[config.mk]
export PLATFORM = sky130hd
export DESIGN_NAME = minimac
export DESIGN_NICKNAME = d
export VERILOG_FILES = /design/src/minimac_pkg.sv /design/src/minimac_ctlif.sv /design/src/minimac_rx_assemble.sv /design/src/minimac_rx_filter.sv /design/src/minimac_rx_pack.sv /design/src/minimac_rx_dma.sv /design/src/minimac.sv
export SDC_FILE = /design/constraint.sdc
export NUM_CORES = 1
export LEC_CHECK = 0
export ABC_AREA = 1
export BUFFER_PORTS_ARGS = -buffer_cell sky130_fd_sc_hd__buf_2
export CAP_MARGIN = 5
export CORE_ASPECT_RATIO = 1.5
export CORE_MARGIN = 2
export CORE_UTILIZATION = 55
export DETAILED_ROUTE_END_ITERATION = 10
export PLACE_DENSITY = 0.74
export SLEW_MARGIN = 20
export SYNTH_ARGS = -nofsm -noshare
export SYNTH_HDL_FRONTEND = slang
export SYNTH_HIERARCHICAL = 1
export SYNTH_SLANG_ARGS = --single-unit
[constraint.sdc]
create_clock -name sys_clk_i -period 11.92 [get_ports sys_clk_i]
set_clock_uncertainty 0.15 [all_clocks]
set_input_delay 0.596 -clock sys_clk_i [delete_from_list [all_inputs] [get_ports sys_clk_i]]
set_output_delay 0.596 -clock sys_clk_i [all_outputs]
set_load 0.1 [all_outputs]
[src/minimac_pkg.sv]
// minimac shared definitions
// Vector types for the rx datapath, the slot state and the CSR map

`default_nettype none

package minimac_pkg;

	typedef logic [13:0] csr_adr_t;    // CSR address, bank select in 13:10
	typedef logic [31:0] csr_data_t;
	typedef logic [47:0] mac_addr_t;   // Station address, MSB goes first on the wire
	typedef logic [29:0] word_adr_t;   // Word address into system memory
	typedef logic [10:0] byte_count_t; // Up to 2047 bytes per frame
	typedef logic [3:0]  nibble_t;     // One MII nibble
	typedef logic [7:0]  byte_t;
	typedef logic [31:0] word_t;       // One Wishbone data word

	// Receive slot
	typedef enum logic [1:0] {
		RX_EMPTY   = 2'd0, // No buffer given
		RX_LOADED  = 2'd1, // Armed, waiting for a frame
		RX_PENDING = 2'd2  // Frame stored, CPU must clear
	} rx_state_e;

	// CSR register indices, csr_adr_i[2:0]
	localparam logic [2:0] REG_SETUP    = 3'd0;
	localparam logic [2:0] REG_MAC_HI   = 3'd1;
	localparam logic [2:0] REG_MAC_LO   = 3'd2;
	localparam logic [2:0] REG_RX_STATE = 3'd3;
	localparam logic [2:0] REG_RX_ADR   = 3'd4;
	localparam logic [2:0] REG_RX_COUNT = 3'd5;

endpackage

`default_nettype wire

[src/minimac_ctlif.sv]
// minimac control interface
// CSR bank, receive slot FSM, frame byte counter and rx interrupt

`timescale 1ns/10ps
`default_nettype none

module minimac_ctlif import minimac_pkg::*; #(
	parameter logic [3:0] csr_addr = 4'h0
) (
	input  wire        sys_clk_i,
	input  wire        reset_i,

	input  csr_adr_t   csr_adr_i,
	input  wire        csr_we_i,
	input  csr_data_t  csr_dat_i,
	output csr_data_t  csr_dat_o,

	input  wire        byte_valid_i,
	input  wire        sof_i,
	input  wire        eof_i,
	input  wire        err_i,
	input  wire        match_i,
	input  wire        endframe_i,
	input  wire        overflow_i,

	output logic       irq_rx_o,
	output logic       promisc_o,
	output mac_addr_t  macaddr_o,
	output logic       rx_valid_o,
	output word_adr_t  rx_adr_o
);

	rx_state_e   state_q;
	byte_count_t count_q;      // Running count of the current frame
	byte_count_t rx_count_q;   // Count of the last accepted frame
	logic        accept_q;     // Decision taken at eof
	logic        eof_seen_q;   // Eof seen, endframe still due
	logic        csr_sel;

	assign csr_sel = (csr_adr_i[13:10] == csr_addr);

	assign rx_valid_o = (state_q == RX_LOADED);
	assign irq_rx_o   = (state_q == RX_PENDING); // Held until the CPU empties the slot

	// Registers and slot FSM
	always_ff @(posedge sys_clk_i) begin
		if (reset_i) begin
			state_q    <= RX_EMPTY;
			promisc_o  <= 1'b0;
			macaddr_o  <= '0;
			rx_adr_o   <= '0;
			rx_count_q <= '0;
			accept_q   <= 1'b0;
			eof_seen_q <= 1'b0;
		end else begin
			if (eof_i) begin
				accept_q   <= match_i & ~err_i; // Good frame to us
				eof_seen_q <= 1'b1;
			end
			if (endframe_i && eof_seen_q) begin
				eof_seen_q <= 1'b0;
				// Overflow is only known once the last word has gone out
				if (state_q == RX_LOADED && accept_q && !overflow_i) begin
					state_q    <= RX_PENDING;
					rx_count_q <= count_q;
				end
			end
			if (csr_sel && csr_we_i) begin
				case (csr_adr_i[2:0])
					REG_SETUP:  promisc_o <= csr_dat_i[0];
					REG_MAC_HI: macaddr_o[47:32] <= csr_dat_i[15:0];
					REG_MAC_LO: macaddr_o[31:0] <= csr_dat_i;
					REG_RX_STATE: begin
						if (csr_dat_i[1:0] == 2'd1)
							state_q <= RX_LOADED; // Arm
						else if (csr_dat_i[1:0] == 2'd0)
							state_q <= RX_EMPTY;  // Release after reading the frame
					end
					REG_RX_ADR: rx_adr_o <= csr_dat_i[29:0];
					default: ;
				endcase
			end
		end
	end

	// Byte counter, first byte comes with sof
	always_ff @(posedge sys_clk_i) begin
		if (reset_i)
			count_q <= '0;
		else if (byte_valid_i)
			count_q <= sof_i ? byte_count_t'(1) : count_q + 1'b1;
	end

	// Registered read port
	always_ff @(posedge sys_clk_i) begin
		if (reset_i) begin
			csr_dat_o <= '0;
		end else begin
			csr_dat_o <= '0;
			if (csr_sel) begin
				case (csr_adr_i[2:0])
					REG_SETUP:    csr_dat_o <= {31'd0, promisc_o};
					REG_MAC_HI:   csr_dat_o <= {16'd0, macaddr_o[47:32]};
					REG_MAC_LO:   csr_dat_o <= macaddr_o[31:0];
					REG_RX_STATE: csr_dat_o <= {30'd0, state_q};
					REG_RX_ADR:   csr_dat_o <= {2'd0, rx_adr_o};
					REG_RX_COUNT: csr_dat_o <= {21'd0, rx_count_q};
					default:      csr_dat_o <= '0;
				endcase
			end
		end
	end

	// The dma may only finish a frame that the assembler has closed
	a_endframe_after_eof: assert property (@(posedge sys_clk_i) disable iff (reset_i)
		endframe_i |-> eof_seen_q);

endmodule

`default_nettype wire

[src/minimac_rx_assemble.sv]
// minimac rx byte assembler
// Hunts for the SFD, pairs MII nibbles into bytes, flags sof/eof and errors

`timescale 1ns/10ps
`default_nettype none

module minimac_rx_assemble import minimac_pkg::*; (
	input  wire        sys_clk_i,
	input  wire        reset_i,
	input  nibble_t    phy_rx_data_i,
	input  wire        phy_dv_i,
	input  wire        phy_rx_er_i,
	output byte_t      byte_o,
	output logic       byte_valid_o,
	output logic       sof_o,
	output logic       eof_o,
	output logic       err_o
);

	typedef enum logic {HUNT, DATA} asm_state_e;

	asm_state_e state_q;
	nibble_t    data_q;   // PHY inputs sampled
	logic       dv_q;
	logic       er_q;
	nibble_t    low_q;    // Low nibble waiting for its partner
	logic       half_q;   // Low nibble held
	logic       first_q;  // Next byte is the first of the frame
	logic       err_acc_q;

	always_ff @(posedge sys_clk_i) begin
		data_q <= phy_rx_data_i;
		if (reset_i) begin
			dv_q <= 1'b0;
			er_q <= 1'b0;
		end else begin
			dv_q <= phy_dv_i;
			er_q <= phy_rx_er_i;
		end
	end

	always_ff @(posedge sys_clk_i) begin
		if (reset_i) begin
			state_q <= HUNT;
			half_q <= 1'b0;
			first_q <= 1'b0;
			err_acc_q <= 1'b0;
			byte_valid_o <= 1'b0;
			sof_o <= 1'b0;
			eof_o <= 1'b0;
			err_o <= 1'b0;
		end else begin
			byte_valid_o <= 1'b0;
			sof_o <= 1'b0;
			eof_o <= 1'b0;
			case (state_q)
				HUNT: begin
					// Preamble nibbles are 5, SFD nibble is D
					if (dv_q && data_q == 4'hd) begin
						state_q <= DATA;
						half_q <= 1'b0;
						first_q <= 1'b1;
						err_acc_q <= er_q;
					end
				end
				DATA: begin
					if (!dv_q) begin
						state_q <= HUNT;
						eof_o <= 1'b1;
						err_o <= err_acc_q | half_q; // Odd nibble count is an error too
					end else begin
						if (er_q)
							err_acc_q <= 1'b1;
						half_q <= ~half_q;
						if (half_q) begin
							byte_valid_o <= 1'b1;
							sof_o <= first_q;
							first_q <= 1'b0;
						end
					end
				end
				default: state_q <= HUNT;
			endcase
		end
	end

	// Byte payload, low nibble arrives first
	always_ff @(posedge sys_clk_i) begin
		if (state_q == DATA && dv_q) begin
			if (!half_q)
				low_q <= data_q;
			else
				byte_o <= {data_q, low_q};
		end
	end

endmodule

`default_nettype wire

[src/minimac_rx_filter.sv]
// minimac rx address filter
// Matches the destination address against the station address or broadcast

`timescale 1ns/10ps
`default_nettype none

module minimac_rx_filter import minimac_pkg::*; (
	input  wire        sys_clk_i,
	input  wire        reset_i,
	input  byte_t      byte_i,
	input  wire        byte_valid_i,
	input  wire        sof_i,
	input  wire        eof_i,
	input  mac_addr_t  macaddr_i,
	input  wire        promisc_i,
	output logic       match_o
);

	logic [2:0] idx_q;    // Destination bytes seen so far
	logic [2:0] cur_idx;  // Index of the byte on byte_i
	logic       mac_ok_q;
	logic       bc_ok_q;
	byte_t      mac_byte;

	assign cur_idx = sof_i ? 3'd0 : idx_q;

	// Station address goes out MSB first
	assign mac_byte = macaddr_i[8*(3'd5 - cur_idx) +: 8];

	always_ff @(posedge sys_clk_i) begin
		if (reset_i) begin
			idx_q <= 3'd0;
			mac_ok_q <= 1'b0;
			bc_ok_q <= 1'b0;
		end else if (byte_valid_i && cur_idx < 3'd6) begin
			mac_ok_q <= (sof_i | mac_ok_q) & (byte_i == mac_byte);
			bc_ok_q <= (sof_i | bc_ok_q) & (byte_i == 8'hff);
			idx_q <= cur_idx + 3'd1;
		end
	end

	// Decision for the control module, qualified by eof
	// Short frames never reach idx 6
	assign match_o = eof_i & (promisc_i | ((idx_q == 3'd6) & (mac_ok_q | bc_ok_q)));

endmodule

`default_nettype wire

[src/minimac_rx_pack.sv]
// minimac rx word packer
// Packs bytes big-endian into 32-bit words, pads and flushes the tail at eof

`timescale 1ns/10ps
`default_nettype none

module minimac_rx_pack import minimac_pkg::*; (
	input  wire   sys_clk_i,
	input  wire   reset_i,
	input  byte_t byte_i,
	input  wire   byte_valid_i,
	input  wire   sof_i,
	input  wire   eof_i,
	output word_t word_o,
	output logic  word_valid_o,
	output logic  last_o
);

	logic [1:0] lane_q;    // Bytes held in the shift register
	logic [1:0] cur_lane;
	word_t      shift_q;
	logic       flush_q;   // Padded tail word is on word_o

	assign cur_lane = sof_i ? 2'd0 : lane_q;

	always_ff @(posedge sys_clk_i) begin
		if (reset_i) begin
			lane_q <= 2'd0;
			word_valid_o <= 1'b0;
			flush_q <= 1'b0;
		end else begin
			word_valid_o <= 1'b0;
			flush_q <= 1'b0;
			if (byte_valid_i) begin
				lane_q <= cur_lane + 2'd1;
				if (cur_lane == 2'd3)
					word_valid_o <= 1'b1; // Full word
			end else if (eof_i && lane_q != 2'd0) begin
				word_valid_o <= 1'b1;
				flush_q <= 1'b1;
				lane_q <= 2'd0;
			end
		end
	end

	always_ff @(posedge sys_clk_i) begin
		if (byte_valid_i) begin
			shift_q <= {shift_q[23:0], byte_i};
			if (cur_lane == 2'd3)
				word_o <= {shift_q[23:0], byte_i};
		end else if (eof_i) begin
			// Left-align the remaining bytes, zero fill
			case (lane_q)
				2'd1:    word_o <= {shift_q[7:0], 24'd0};
				2'd2:    word_o <= {shift_q[15:0], 16'd0};
				default: word_o <= {shift_q[23:0], 8'd0};
			endcase
		end
	end

	// A full word meets eof when the frame ends on a word boundary
	assign last_o = flush_q | (word_valid_o & eof_i);

	a_word_spacing: assert property (@(posedge sys_clk_i) disable iff (reset_i)
		word_valid_o |=> !word_valid_o);

endmodule

`default_nettype wire

[src/minimac_rx_dma.sv]
// minimac rx dma
// Word FIFO feeding a Wishbone classic write master into the rx buffer

`timescale 1ns/10ps
`default_nettype none

module minimac_rx_dma import minimac_pkg::*; #(
	parameter int fifo_depth = 4
) (
	input  wire        sys_clk_i,
	input  wire        reset_i,
	input  word_t      word_i,
	input  wire        word_valid_i,
	input  wire        last_i,
	input  wire        sof_i,
	input  wire        rx_valid_i,
	input  word_adr_t  rx_adr_i,
	input  wire        wbm_ack_i,
	output word_adr_t  wbm_adr_o,
	output word_t      wbm_dat_o,
	output logic [3:0] wbm_sel_o,
	output logic       wbm_we_o,
	output logic       wbm_cyc_o,
	output logic       wbm_stb_o,
	output logic       endframe_o,
	output logic       overflow_o
);

	localparam int aw = $clog2(fifo_depth);

	typedef enum logic {IDLE, BUS} bus_state_e;

	logic [32:0]  fifo_mem [fifo_depth]; // {last, word}
	logic [aw-1:0] wr_ptr_q;
	logic [aw-1:0] rd_ptr_q;
	logic [aw:0]   level_q;
	logic          push;
	logic          pop;
	bus_state_e    state_q;
	word_adr_t     offset_q;             // Words written in this frame
	logic          cur_last_q;

	assign push = word_valid_i & rx_valid_i & (level_q != fifo_depth);
	assign pop  = (state_q == IDLE) & (level_q != '0);

	assign wbm_sel_o = 4'hf;
	assign wbm_we_o  = 1'b1;              // Write-only master
	assign wbm_stb_o = wbm_cyc_o;

	always_ff @(posedge sys_clk_i) begin
		if (push)
			fifo_mem[wr_ptr_q] <= {last_i, word_i};
	end

	always_ff @(posedge sys_clk_i) begin
		if (reset_i) begin
			wr_ptr_q <= '0;
			rd_ptr_q <= '0;
			level_q <= '0;
			overflow_o <= 1'b0;
		end else begin
			if (push)
				wr_ptr_q <= wr_ptr_q + 1'b1;
			if (pop)
				rd_ptr_q <= rd_ptr_q + 1'b1;
			level_q <= level_q + push - pop;
			if (sof_i)
				overflow_o <= 1'b0;
			else if (word_valid_i && rx_valid_i && level_q == fifo_depth)
				overflow_o <= 1'b1; // Word lost, frame is spoiled
		end
	end

	// Wishbone write FSM
	always_ff @(posedge sys_clk_i) begin
		if (reset_i) begin
			state_q <= IDLE;
			wbm_cyc_o <= 1'b0;
			offset_q <= '0;
			endframe_o <= 1'b0;
			cur_last_q <= 1'b0;
		end else begin
			endframe_o <= 1'b0;
			if (sof_i)
				offset_q <= '0;
			case (state_q)
				IDLE: if (pop) begin
					wbm_cyc_o <= 1'b1;
					cur_last_q <= fifo_mem[rd_ptr_q][32];
					state_q <= BUS;
				end
				BUS: if (wbm_ack_i) begin
					wbm_cyc_o <= 1'b0;
					offset_q <= offset_q + 1'b1;
					endframe_o <= cur_last_q;
					state_q <= IDLE;
				end
				default: state_q <= IDLE;
			endcase
		end
	end

	// Address and data stay put for the whole cycle
	always_ff @(posedge sys_clk_i) begin
		if (pop) begin
			wbm_dat_o <= fifo_mem[rd_ptr_q][31:0];
			wbm_adr_o <= rx_adr_i + offset_q;
		end
	end

	a_stb_until_ack: assert property (@(posedge sys_clk_i) disable iff (reset_i)
		wbm_stb_o && !wbm_ack_i |=> wbm_stb_o && $stable(wbm_adr_o) && $stable(wbm_dat_o));

endmodule

`default_nettype wire

[src/minimac.sv]
// minimac receive MAC
// MII rx path into system memory over Wishbone, controlled through CSRs

`timescale 1ns/10ps
`default_nettype none

module minimac import minimac_pkg::*; #(
	parameter logic [3:0] csr_addr   = 4'h0,
	parameter int         fifo_depth = 4
) (
	input  wire        sys_clk_i,
	input  wire        reset_i,
	input  csr_adr_t   csr_adr_i,
	input  wire        csr_we_i,
	input  csr_data_t  csr_dat_i,
	output csr_data_t  csr_dat_o,
	output wire        irq_rx_o,
	output word_adr_t  wbm_adr_o,
	output word_t      wbm_dat_o,
	output wire [3:0]  wbm_sel_o,
	output wire        wbm_we_o,
	output wire        wbm_cyc_o,
	output wire        wbm_stb_o,
	input  wire        wbm_ack_i,
	input  nibble_t    phy_rx_data_i,
	input  wire        phy_dv_i,
	input  wire        phy_rx_er_i
);

	wire       promisc;
	mac_addr_t macaddr;
	wire       rx_valid;
	word_adr_t rx_adr;
	byte_t     rx_byte;   // Assembled byte stream
	wire       byte_valid;
	wire       sof;
	wire       eof;
	wire       err;
	wire       match;
	word_t     rx_word;   // Packed word stream
	wire       word_valid;
	wire       last;
	wire       endframe;
	wire       overflow;

	minimac_ctlif #(.csr_addr(csr_addr)) i_ctlif (
		.sys_clk_i(sys_clk_i), .reset_i(reset_i),
		.csr_adr_i(csr_adr_i), .csr_we_i(csr_we_i),
		.csr_dat_i(csr_dat_i), .csr_dat_o(csr_dat_o),
		.byte_valid_i(byte_valid), .sof_i(sof), .eof_i(eof), .err_i(err),
		.match_i(match), .endframe_i(endframe), .overflow_i(overflow),
		.irq_rx_o(irq_rx_o), .promisc_o(promisc), .macaddr_o(macaddr),
		.rx_valid_o(rx_valid), .rx_adr_o(rx_adr)
	);

	minimac_rx_assemble i_rx_assemble (
		.sys_clk_i(sys_clk_i), .reset_i(reset_i),
		.phy_rx_data_i(phy_rx_data_i), .phy_dv_i(phy_dv_i), .phy_rx_er_i(phy_rx_er_i),
		.byte_o(rx_byte), .byte_valid_o(byte_valid),
		.sof_o(sof), .eof_o(eof), .err_o(err)
	);

	minimac_rx_filter i_rx_filter (
		.sys_clk_i(sys_clk_i), .reset_i(reset_i),
		.byte_i(rx_byte), .byte_valid_i(byte_valid), .sof_i(sof), .eof_i(eof),
		.macaddr_i(macaddr), .promisc_i(promisc), .match_o(match)
	);

	minimac_rx_pack i_rx_pack (
		.sys_clk_i(sys_clk_i), .reset_i(reset_i),
		.byte_i(rx_byte), .byte_valid_i(byte_valid), .sof_i(sof), .eof_i(eof),
		.word_o(rx_word), .word_valid_o(word_valid), .last_o(last)
	);

	minimac_rx_dma #(.fifo_depth(fifo_depth)) i_rx_dma (
		.sys_clk_i(sys_clk_i), .reset_i(reset_i),
		.word_i(rx_word), .word_valid_i(word_valid), .last_i(last), .sof_i(sof),
		.rx_valid_i(rx_valid), .rx_adr_i(rx_adr), .wbm_ack_i(wbm_ack_i),
		.wbm_adr_o(wbm_adr_o), .wbm_dat_o(wbm_dat_o), .wbm_sel_o(wbm_sel_o),
		.wbm_we_o(wbm_we_o), .wbm_cyc_o(wbm_cyc_o), .wbm_stb_o(wbm_stb_o),
		.endframe_o(endframe), .overflow_o(overflow)
	);

endmodule

`default_nettype wire

* Yosys cells after proc, flatten, opt, wreduce, memory -nomap -nowiden
Memories as Yosys holds them, arrays and structs flattened. A register that Yosys moved wholly into a read port is not among the register bits. Cells that the tools add are included. Widths: inputs -> output; s select.
Cells by class: muxes and demuxes 48, shift operators 1, $lt $le $gt $ge 1, equal/unequal tests 24, reductions and logical operators 40, bitwise gates (word level) 22, add/sub/neg operators 10
Operator list (number):
- $pmux 32 s6 | 1
- $mux 32 | 3
- $mux 30 | 3
- $pmux 32 s2 | 1
- $shiftx 48x33->8 | 1
- $add 30x1->30 const B | 1
- $add 30x30->30 | 1
- $reduce_and 2->1 | 12
- $mux 2 | 11
- $mux 1 | 21
- $eq 3x3->1 const B | 4
- $pmux 1 s2 | 6
- $add 11x1->11 const B | 1
- $mux 11 | 1
- $logic_and 1x1->1 | 10
- $reduce_or 2->1 | 5
- $and 1x1->1 | 9
- $eq 8x8->1 | 1
- $eq 8x8->1 const B | 1
- $ne 2x2->1 const B | 4
- $not 1->1 | 7
- $add 2x1->2 const B | 3
- $eq 2x1->1 const B | 3
- $eq 2x2->1 const B | 3
- 21 further kinds | 33
Word-level totals: word-level logic and storage cells 189, bits of input ports 56, output and inout port bits 102, memory bits (writable) 132, memories kept 1, bits in registers 332
Memory list:
- i_rx_dma.fifo_mem | words 4, width 33, read ports 1, clocked after Yosys merged registers in 1, wr ports 1, line minimac_rx_dma.sv:33 | logic [32:0] fifo_mem [fifo_depth];

* Logic depth before layout (Yosys ltp)
Gate-level depths: netlist of the first run.
word-level depth 9, mapped depth 19, gate-level depth less buffers 18

* Modules after synthesis
Netlist of the first run, hierarchy kept.
Modules (own cells, without submodules):
- minimac_rx_dma | sequential area each 6706.4 um^2, area each 11259.5 um^2, cells an instance 1177, instances 1
- minimac_ctlif | sequential area each 2742.6 um^2, area each 5287.6 um^2, cells an instance 743, instances 1
- minimac_rx_pack | sequential area each 1761.7 um^2, area each 2409.8 um^2, cells an instance 200, instances 1
- minimac_rx_filter | sequential area each 100.1 um^2, area each 1191.1 um^2, cells an instance 259, instances 1
- minimac_rx_assemble | sequential area each 640.6 um^2, area each 810.8 um^2, cells an instance 60, instances 1

* Least setup slack after synthesis of the first run
No wires, ideal clock.
path kind flip-flop to flip-flop, from register i_rx_dma.level_q[0], to register i_rx_dma.level_q[1], buffers on the path 0, required time 11642 ps, period minus slack after synthesis 5292 ps, slack 6628 ps, stages on the path, launching flop included 9, library setup time 128 ps, arrival time 5014 ps, path through dfxtp_1 nor2_1 a21oi_1 ha_1 inv_1 ha_1 fa_1 inv_1 nor2_1
Between the ends: elaborated cells between the ends (all ways) 6, classes of those cells add/sub: 2; eq/ne: 1; bitwise: 2; reduce/logical: 1
RTL lines:
- start, declared | line minimac_rx_dma.sv:36 | logic [aw:0] level_q;
- start signal, assigned | line minimac_rx_dma.sv:66 | level_q <= level_q + push - pop;
- $reduce_bool 3->1 | line minimac_rx_dma.sv:44 | assign pop = (state_q == IDLE) & (level_q != '0);
- $and 1x1->1 | line minimac_rx_dma.sv:44
- named net i_rx_dma.pop | line minimac_rx_dma.sv:38 | logic pop;
- $sub 3x1->3 | line minimac_rx_dma.sv:66
The timed path passes the listed nets, and every way through them passes these cells. A chain may end at the register's enable or synchronous reset.

* Final worst setup path of the first run
from register i_rx_assemble.sof_o, to register i_rx_filter.mac_ok_q
Between the ends: longest elaborated chain between the ends 5, elaborated cells between the ends (all ways) 8, classes of those cells add/sub: 1; order compare: 1; eq/ne: 1; shift: 1; mux: 1; bitwise: 2; reduce/logical: 1
RTL lines:
- start, declared | line minimac_rx_assemble.sv:15 | output logic sof_o,
- start signal, assigned | line minimac_rx_assemble.sv:77 | sof_o <= first_q;
- $mux 3 | line minimac_rx_filter.sv:25 | assign cur_idx = sof_i ? 3'd0 : idx_q;
- $sub 3x3->4 | line minimac_rx_filter.sv:28 | assign mac_byte = macaddr_i[8*(3'd5 - cur_idx) +: 8];
- $shiftx 48x33->8 | line minimac_rx_filter.sv:28
- $eq 8x8->1 | line minimac_rx_filter.sv:36 | mac_ok_q <= (sof_i | mac_ok_q) & (byte_i == mac_byte);
- $and 1x1->1 | line minimac_rx_filter.sv:36
- end signal, assigned | line minimac_rx_filter.sv:36
- end, declared | line minimac_rx_filter.sv:21 | logic mac_ok_q;
Parallel ways exist; a longest one is shown, timed or not.

==> results of run 1 <==
## critical path, cell delays in order, from the launching register on
cell     delay [ps]
dfxtp_1         920
nor2_4          190
ha_1            270
inv_1            50
buf_4           410
nand2_1         110
nand2_1          90
nand2_1          50
nand2_1         110
nand2_1          70
nand2_1          70
nand3_1          70
nand2_1          70
nand2_1          60
nor2_1          100
nand2_1          70
a21oi_2         110
## logic make-up (layout without fill, tap and decap cells)
group                    count (synthesis)  in the layout  share of synthesized area (%)
AO/OA/AOI/OAI                          323            323                           8.37
buffers and inverters                  319            481                           6.35
flip-flops                             466            466                           57.0
other                                    1              7                         0.0179
adder cells (fa/ha/maj)                 46             46                           2.82
XOR/XNOR                                18             18                          0.752
AND/OR/NAND/NOR                       1266           1266                           24.7
## layer usage
layer | GRT usage, % | vias up | wire (um)
li1 | - | 8187 | -
met1 | 33.4 | 7822 | 20900
met2 | 47.3 | 579 | 27300
met3 | 3.13 | 115 | 3300
met4 | 12.7 | 0 | 2550
met5 | 0 | - | 0
## registers in the layout (all words and copies together), names as in the netlist, 2 cells and up, named ones only
name                  flops
i_ctlif/rx_adr_o         30
i_rx_dma/wbm_dat_o       32
i_ctlif/rx_count_q       11
i_rx_assemble/low_q       4
i_rx_filter/idx_q         3
i_rx_dma/fifo_mem       132
i_ctlif/csr_dat_o        32
i_rx_dma/level_q          3
i_rx_pack/shift_q        24
i_rx_assemble/data_q      4
i_ctlif/macaddr_o        48
i_ctlif/count_q          11
i_rx_dma/offset_q        30
i_ctlif/state_q           2
i_rx_dma/wbm_adr_o       30
i_rx_pack/lane_q          2
i_rx_assemble/byte_o      8
i_rx_dma/rd_ptr_q         2
i_rx_dma/wr_ptr_q         2
i_rx_pack/word_o         32
## power by group through the flow
stage,clock [uW],combinational [uW],sequential [uW]
after floorplan,0,289,2720
after global placement,0,1250,1940
after detailed placement,0,1270,1940
after CTS,1420,1270,1910
after global routing,1490,1320,1920
final,1400,1260,1910
## per-stage QoR
stage | worst slack [ps] | hold WS (ps) | util, % | std cells
4_1_cts | 8860 | 67.8 | 62.6 | 3094
5_1_grt | 8650 | 87.1 | 62.6 | 3094
2_1_floorplan | 6630 | 250 | - | 2443
3_3_place_gp | 8610 | 251 | 58.6 | 3008
6_report | 8860 | 87.3 | 62.6 | 3096
3_5_place_dp | 8640 | 256 | 58.6 | 3008
## worst max-delay path by stage
stage,depth (start not counted),to,slack [ps],startpoint
4_1_cts,16,i_rx_filter/mac_ok_q,8860,i_rx_assemble/sof_o
2_1_floorplan,8,i_rx_dma/level_q[1],6630,i_rx_dma/level_q[0]
5_1_grt,18,i_rx_filter/mac_ok_q,8650,i_rx_assemble/sof_o
3_3_place_gp,7,i_ctlif/csr_dat_o[5],8610,reset_i
3_5_place_dp,7,i_ctlif/csr_dat_o[10],8640,reset_i
6_report,16,i_rx_filter/mac_ok_q,8860,i_rx_assemble/sof_o
## final cells by class
cell class / count / area (um2)
repair buffers: 166 / 893
clock buffers: 57 / 1230
inverters: 233 / 877
flip-flops and latches: 466 / 12000
well taps: 489 / 612
diodes: 2 / 5.00
multi-input cells: 1658 / 7720
fillers: 3241 / 14000
clock inverters: 25 / 223
## Yosys cell counts, types with 4 or more instances
library cell	number
a21oi_1	64
and2_1	4
buf_2	33
buf_4	12
buf_6	6
clkbuf_1	34
dfxtp_1	204
edfxtp_1	262
ha_1	44
inv_1	219
inv_2	12
nand2_1	666
nand2_2	4
nand3_1	100
nand3b_1	5
nand4_1	16
nor2_1	419
nor2_2	14
nor2_4	9
nor3_1	13
o21ai_0	180
o21ai_1	15
o21bai_1	6
o22ai_1	35
xnor2_1	4
xor2_1	14
==> results.md, run 1 <==
- Status: completed
- VDD IR max: 207 uV
- Rel. slew slack: 25.5%
- EDFF count, synth: 262
- DRT Pass-1 Iters: 7
- Clock Sinks: 466
- Num CTS Buffers: 44
- Slew Limit Fails: 0
- Post-synthesis sequential area ratio: 57.0%
- Hold depth: 3
- Ys Warns: 6
- Final Cell Area: 23,500 um2
- Port bufs: 145
- Setup crit start kind: flop
- Placement Rows: 87
- Worst r2r src: i_rx_assemble/sof_o
- Combinational power share: 27.6%
- Final wirelength: 54,000 um
- Sequential share of power: 41.8%
- Initial Util: 55.8%
- Worst Path Arrival: 3430 ps
- Synth Instances: 2,439
- Area growth syn-to-layout: 12.2%
- Postcts setup bufs: 0
- Clock power share: 30.6%
- Routability Congestion: 0.927
- Leak Pwr: 0.0102 uW
- Ys flop type: edfxtp_1
- DR iter-0 viols: 1,387
- Netlist cell types: 57
- Die X: 163 um
- Hold EP: i_rx_assemble/er_q
- Share of layout cells above drive strength 1: 11.4%
- CP max FO: 48
- Hold-fix buffers at CTS: 4
- Clk Latency, worst-skew pair: 570 ps
- Initial antenna violation count: 0
- RR Endpoint: i_rx_filter/mac_ok_q
- Die ar.: 39,700 um2
- DRC viols: 0
- Synth top area share: 37.5%
- Routed vias: 16,703
- Largest net degree at the start of global routing: 96
- R2R Setup Slk: 8860 ps
- Gr ovfl total: 0
- P per Cell Area: 194 nW/um2
- Req. time, crit path: 12,280 ps
- PostCTS Resize Cnt: 0
- Via count of the first global-routing pass: 15,635
- H-tree levels: 2
- GR Util All Layers: 27.1%
- DR WL/cell: 17.4 um
- Net Sw Power: 1750 uW
- RSZ-0062 raised after global routing: false
- CTS tree: done
- Area of placed instances: 22,000 um2
- Core area: 37,600 um2
- Biggest area consumer among synthesized cells: edfxtp_1
- Netlist Area Pre-Place: 21,000 um2
- Global-route wire length before repair: 83,800 um
- Fin Setup TNS: 0 ps
- Clock transition at path regs: 70 ps
- Period Utilization, post-route: 25.7%
- Top Ports: 158
- Synth area leaders: edfxtp_1 38%, dfxtp_1 19%, nand2_1 12%, nor2_1 7.5%, o21ai_0 4.3%
- Final hold violation count: 0
- Fin crit period: 3060 ps
- Dpl hpwl: 37,600 um
- Switch share: 38.4%
- Internal power: 2810 uW
- CTS max path bufs: 3
- Avg Cell Area, Syn: 8.59 um2
- Power, Total: 4570 uW
- ANT nets after route: 0
- Slew @ Worst Pin: 1120 ps
- CP endpoint kind: flop
- Nets@finish: 2,671
- Max Fclk: 0.326 GHz
- Most frequent cells in the layout: 665 x nand2_1, 414 x nor2_1, 262 x edfxtp_1
- Asr flop ratio synth: 0%
- Clock Root Buffer: clkbuf_16
- Reg2Reg Depth: 16
- Commonest non-fill, non-tap cell in the layout: nand2_1
- Hold_sp: phy_rx_er_i
- Maxcap violations: 0
- # setup viols final: 0
- Chip height: 243 um
- FF+latch count, synth: 466
- Vias/cell: 5.40
- CP Class: flop to flop
- Hold Path Class: input port to flop
Power figures use the tool's default switching activity.
==> run 2, diff against run 1 <==
==> constraint.sdc (replaced) <==
create_clock -name sys_clk_i -period 3.2 [get_ports sys_clk_i]
set_clock_uncertainty 0.15 [all_clocks]
set_input_delay 0.16 -clock sys_clk_i [delete_from_list [all_inputs] [get_ports sys_clk_i]]
set_output_delay 0.16 -clock sys_clk_i [all_outputs]
set_load 0.1 [all_outputs]
==> run 2 against run 1 <==
Compared with the run above:
- first-iteration DRC count decreased by 7.1%
- die area unchanged
- global-route usage grew 0.18 points
- clock-buffer cell count rose by 13
- total power grew to 3.7 times the previous value
- wire length grew 1.1%
- sequential power increased to 3.7 times the previous value
- non-clock buffer count increased by 57
- clock power grew to 3.5 times the previous value
- design area increased by 2.1%
- core utilization grew 1.3 points
- combinational power rose to 3.8 times the previous value
- largest power group unchanged
==> results.md, run 2 (same netlist as run 1, synthesis figures left out) <==
- CTS tree: done
- CP Class: input port to flop
- Hold Path Class: input port to flop
- Slew Limit Fails: 0 (unchanged)
- VDD IR max: 840 uV (+310%)
- Clock power share: 29.4% (-1.2 points)
- R2R Setup Slk: 550 ps (-8310 ps)
- Num CTS Buffers: 43 (-2.3%)
- Setup ws final: 400 ps (-8450 ps)
- Largest regs: i_rx_dma/fifo_mem x132, i_ctlif/macaddr_o x48
- ANT nets after route: 0 (unchanged)
- Fin Setup TNS: 0 ps (unchanged)
- Most frequent cells in the layout: 666 x nand2_1, 414 x nor2_1, 262 x edfxtp_1
- Filler instances: 3,169 (-2.2%)
- Combinational power share: 28.4% (+0.8 points)
- Final wirelength: 54,600 um (+1.1%)
- Switch share: 38.4% (about the same)
- Clk Latency, worst-skew pair: 570 ps (about the same)
- Initial Util: 55.8% (unchanged)
- Hold depth: 6 (+3)
- Area growth syn-to-layout: 14.5%
- P per Cell Area: 702 nW/um2 (+260%)
- Largest register FFs: 132 (unchanged)
- Nets@finish: 2,727 (+2.1%)
- Final hold violation count: 0 (unchanged)
- H-tree levels: 2 (unchanged)
- Routed vias: 16,925 (+1.3%)
- Dpl hpwl: 38,300 um (+2.0%)
- Setup crit start kind: input port
- Fin crit period: 2800 ps
- Initial antenna violation count: 1 (+1)
- Slowest CP cell: dlygate4sd3_1
- PostCTS Resize Cnt: 0 (unchanged)
- Period Utilization, post-route: 87.5%
- Status: completed
- Vias/cell: 5.37 (-0.41%)
- DR WL/cell: 17.3 um (-0.63%)
- Commonest non-fill, non-tap cell in the layout: nand2_1
- Via count of the first global-routing pass: 15,947 (+2.0%)
- Slew @ Worst Pin: 1080 ps (-37.9 ps)
- Top Ports: 158 (unchanged)
- Reg2Reg Depth: 11 (-5)
- Place WS: 596 ps (-8050 ps)
- Clock Sinks: 466 (unchanged)
- DRT Pass-1 Iters: 7 (unchanged)
- DRC viols: 0 (unchanged)
- GR Util All Layers: 27.3% (+0.18 points)
- Clock transition at path regs: 60 ps (about the same)
- Chip height: 243 um (unchanged)
- Placement Rows: 87 (unchanged)
- Maxcap violations: 0 (unchanged)
- Internal power: 10,400 uW (+270%)
- Gr ovfl total: 0 (unchanged)
- CTS max path bufs: 3 (unchanged)
- Net Sw Power: 6480 uW (+270%)
- Die X: 163 um (unchanged)
- Hold_sp: csr_adr_i[13]
- Leak Pwr: 0.0104 uW (+2.0%)
- Largest net degree at the start of global routing: 96 (unchanged)
- # setup viols final: 0 (unchanged)
- Worst Path Arrival: 3150 ps (-280 ps)
- Cell family with most CP delay: buffers and inverters
- Sequential share of power: 42.2% (+0.4 points)
- Die ar.: 39,700 um2 (unchanged)
- RSZ-0062 raised after global routing: false
- Clock Root Buffer: clkbuf_16
- Routability Congestion: 0.949 (+2.4%)
- Crit-path max cell delay: 620 ps (-300 ps)
- Share of layout cells above drive strength 1: 11.1% (-0.35 points)
- Req. time, crit path: 3550 ps (-8730 ps)
- Sequential cell area: 12,000 um2 (unchanged)
- Rel. slew slack: 27.9% (+2.4 points)
- Hold EP: i_ctlif/promisc_o
- CP endpoint kind: flop
- Critical-path cell list: dlygate4sd3_1 -> buf_2 -> nor2_2 -> dlygate4sd3_1 -> nand2_1 -> dlygate4sd3_1 -> nor2_1 -> nand2_2 -> inv_2 -> nor2_1 -> nor2_1
- Area of the multi-input gates: 7720 um2 (about the same)
- Global-route wire length before repair: 84,600 um (+0.95%)
- Utilization after layout: 63.9% (+1.3 points)
- Core area: 37,600 um2 (unchanged)
- Most flops, register: i_rx_dma/fifo_mem
- Max Fclk: 0.357 GHz
- Worst path bufs/invs: 5 (+3)
- Port bufs: 145 (unchanged)
- DR iter-0 viols: 1,289 (-7.1%)
- CP max FO: 17 (-65%)
- RR Endpoint: i_rx_dma/level_q[2]
- Worst r2r src: i_ctlif/state_q[0]
==> run 2: cell count changes in the layout (fill, tap and decap cells not counted), sizes merged <==
cell         before  now
dlygate4sd3       4   52
buf             162  171
clkinv           21    8
diode             2    1
inv             233  234
clkinvlp          2    1
clkbuf           57   70
bufinv            2    0
==> run 2: power by group through the flow <==
stage | clock network, uW | registers (uW) | logic, uW
floorplan | 0 | 10100 | 1090
CTS | 5050 | 7120 | 4820
global route | 5260 | 7150 | 5000
global placement | 0 | 7220 | 4680
finish | 4960 | 7110 | 4780
detailed placement | 0 | 7240 | 4750
==> run 2: worst max path at each step <==
stage / startpoint / to / slack [ps] / cells after the start
after floorplan: i_rx_dma/level_q[0] / i_rx_dma/level_q[1] / 200 / 8
after global placement: i_ctlif/state_q[0] / i_rx_dma/level_q[2] / 630 / 11
after detailed placement: i_ctlif/state_q[0] / i_rx_dma/level_q[2] / 600 / 11
after CTS: csr_adr_i[11] / i_ctlif/macaddr_o[46] / 450 / 11
after global routing: csr_adr_i[11] / i_ctlif/macaddr_o[36] / 200 / 11
final: csr_adr_i[11] / i_ctlif/macaddr_o[46] / 400 / 11
==> run 2: per-stage QoR <==
stage                     total power [uW]  area [um2]  hold slack (ps)  instances
after floorplan                      11200       21000             37.7       2443
after global placement               11900       22100              114       3017
after detailed placement             12000       22100              115       3017
after CTS                            17000       24000             5.83       3149
after global routing                 17400       24000             73.5       3150
final                                16900       24000             31.1       3150
==> run 2: per-layer routing <==
metal / wire length (um) / GRT usage, %
met1: 21300 / 33.5
met2: 27500 / 47.6
met3: 3070 / 3.08
met4: 2780 / 13.3
met5: 0 / 0
==> run 2: worst reg2reg max path, delay by kind of cell, from the launching register on <==
family / cells / cell delay (ps)
AOI/OAI and AO/OA: 3 / 550
adders and majority gates: 3 / 890
buffers and inverters: 3 / 190
DFF: 1 / 340
and+or+nand+nor: 2 / 470
==> run 2: what timing repair did <==
action                                 4_1_cts  5_1_grt
endpoints found under the hold margin       98        0
setup buffers                                0        0
hold buffers                                52        0
==> run 2: layout make-up <==
type	instances	area share, %
flip-flops and latches	466	49.8
clock buffers	70	5.33
multi-input cells	1658	32.2
inverters	233	3.65
repair buffers	223	6.11
clock inverters	10	0.381
well taps	489	2.55
diodes	1	0.0104
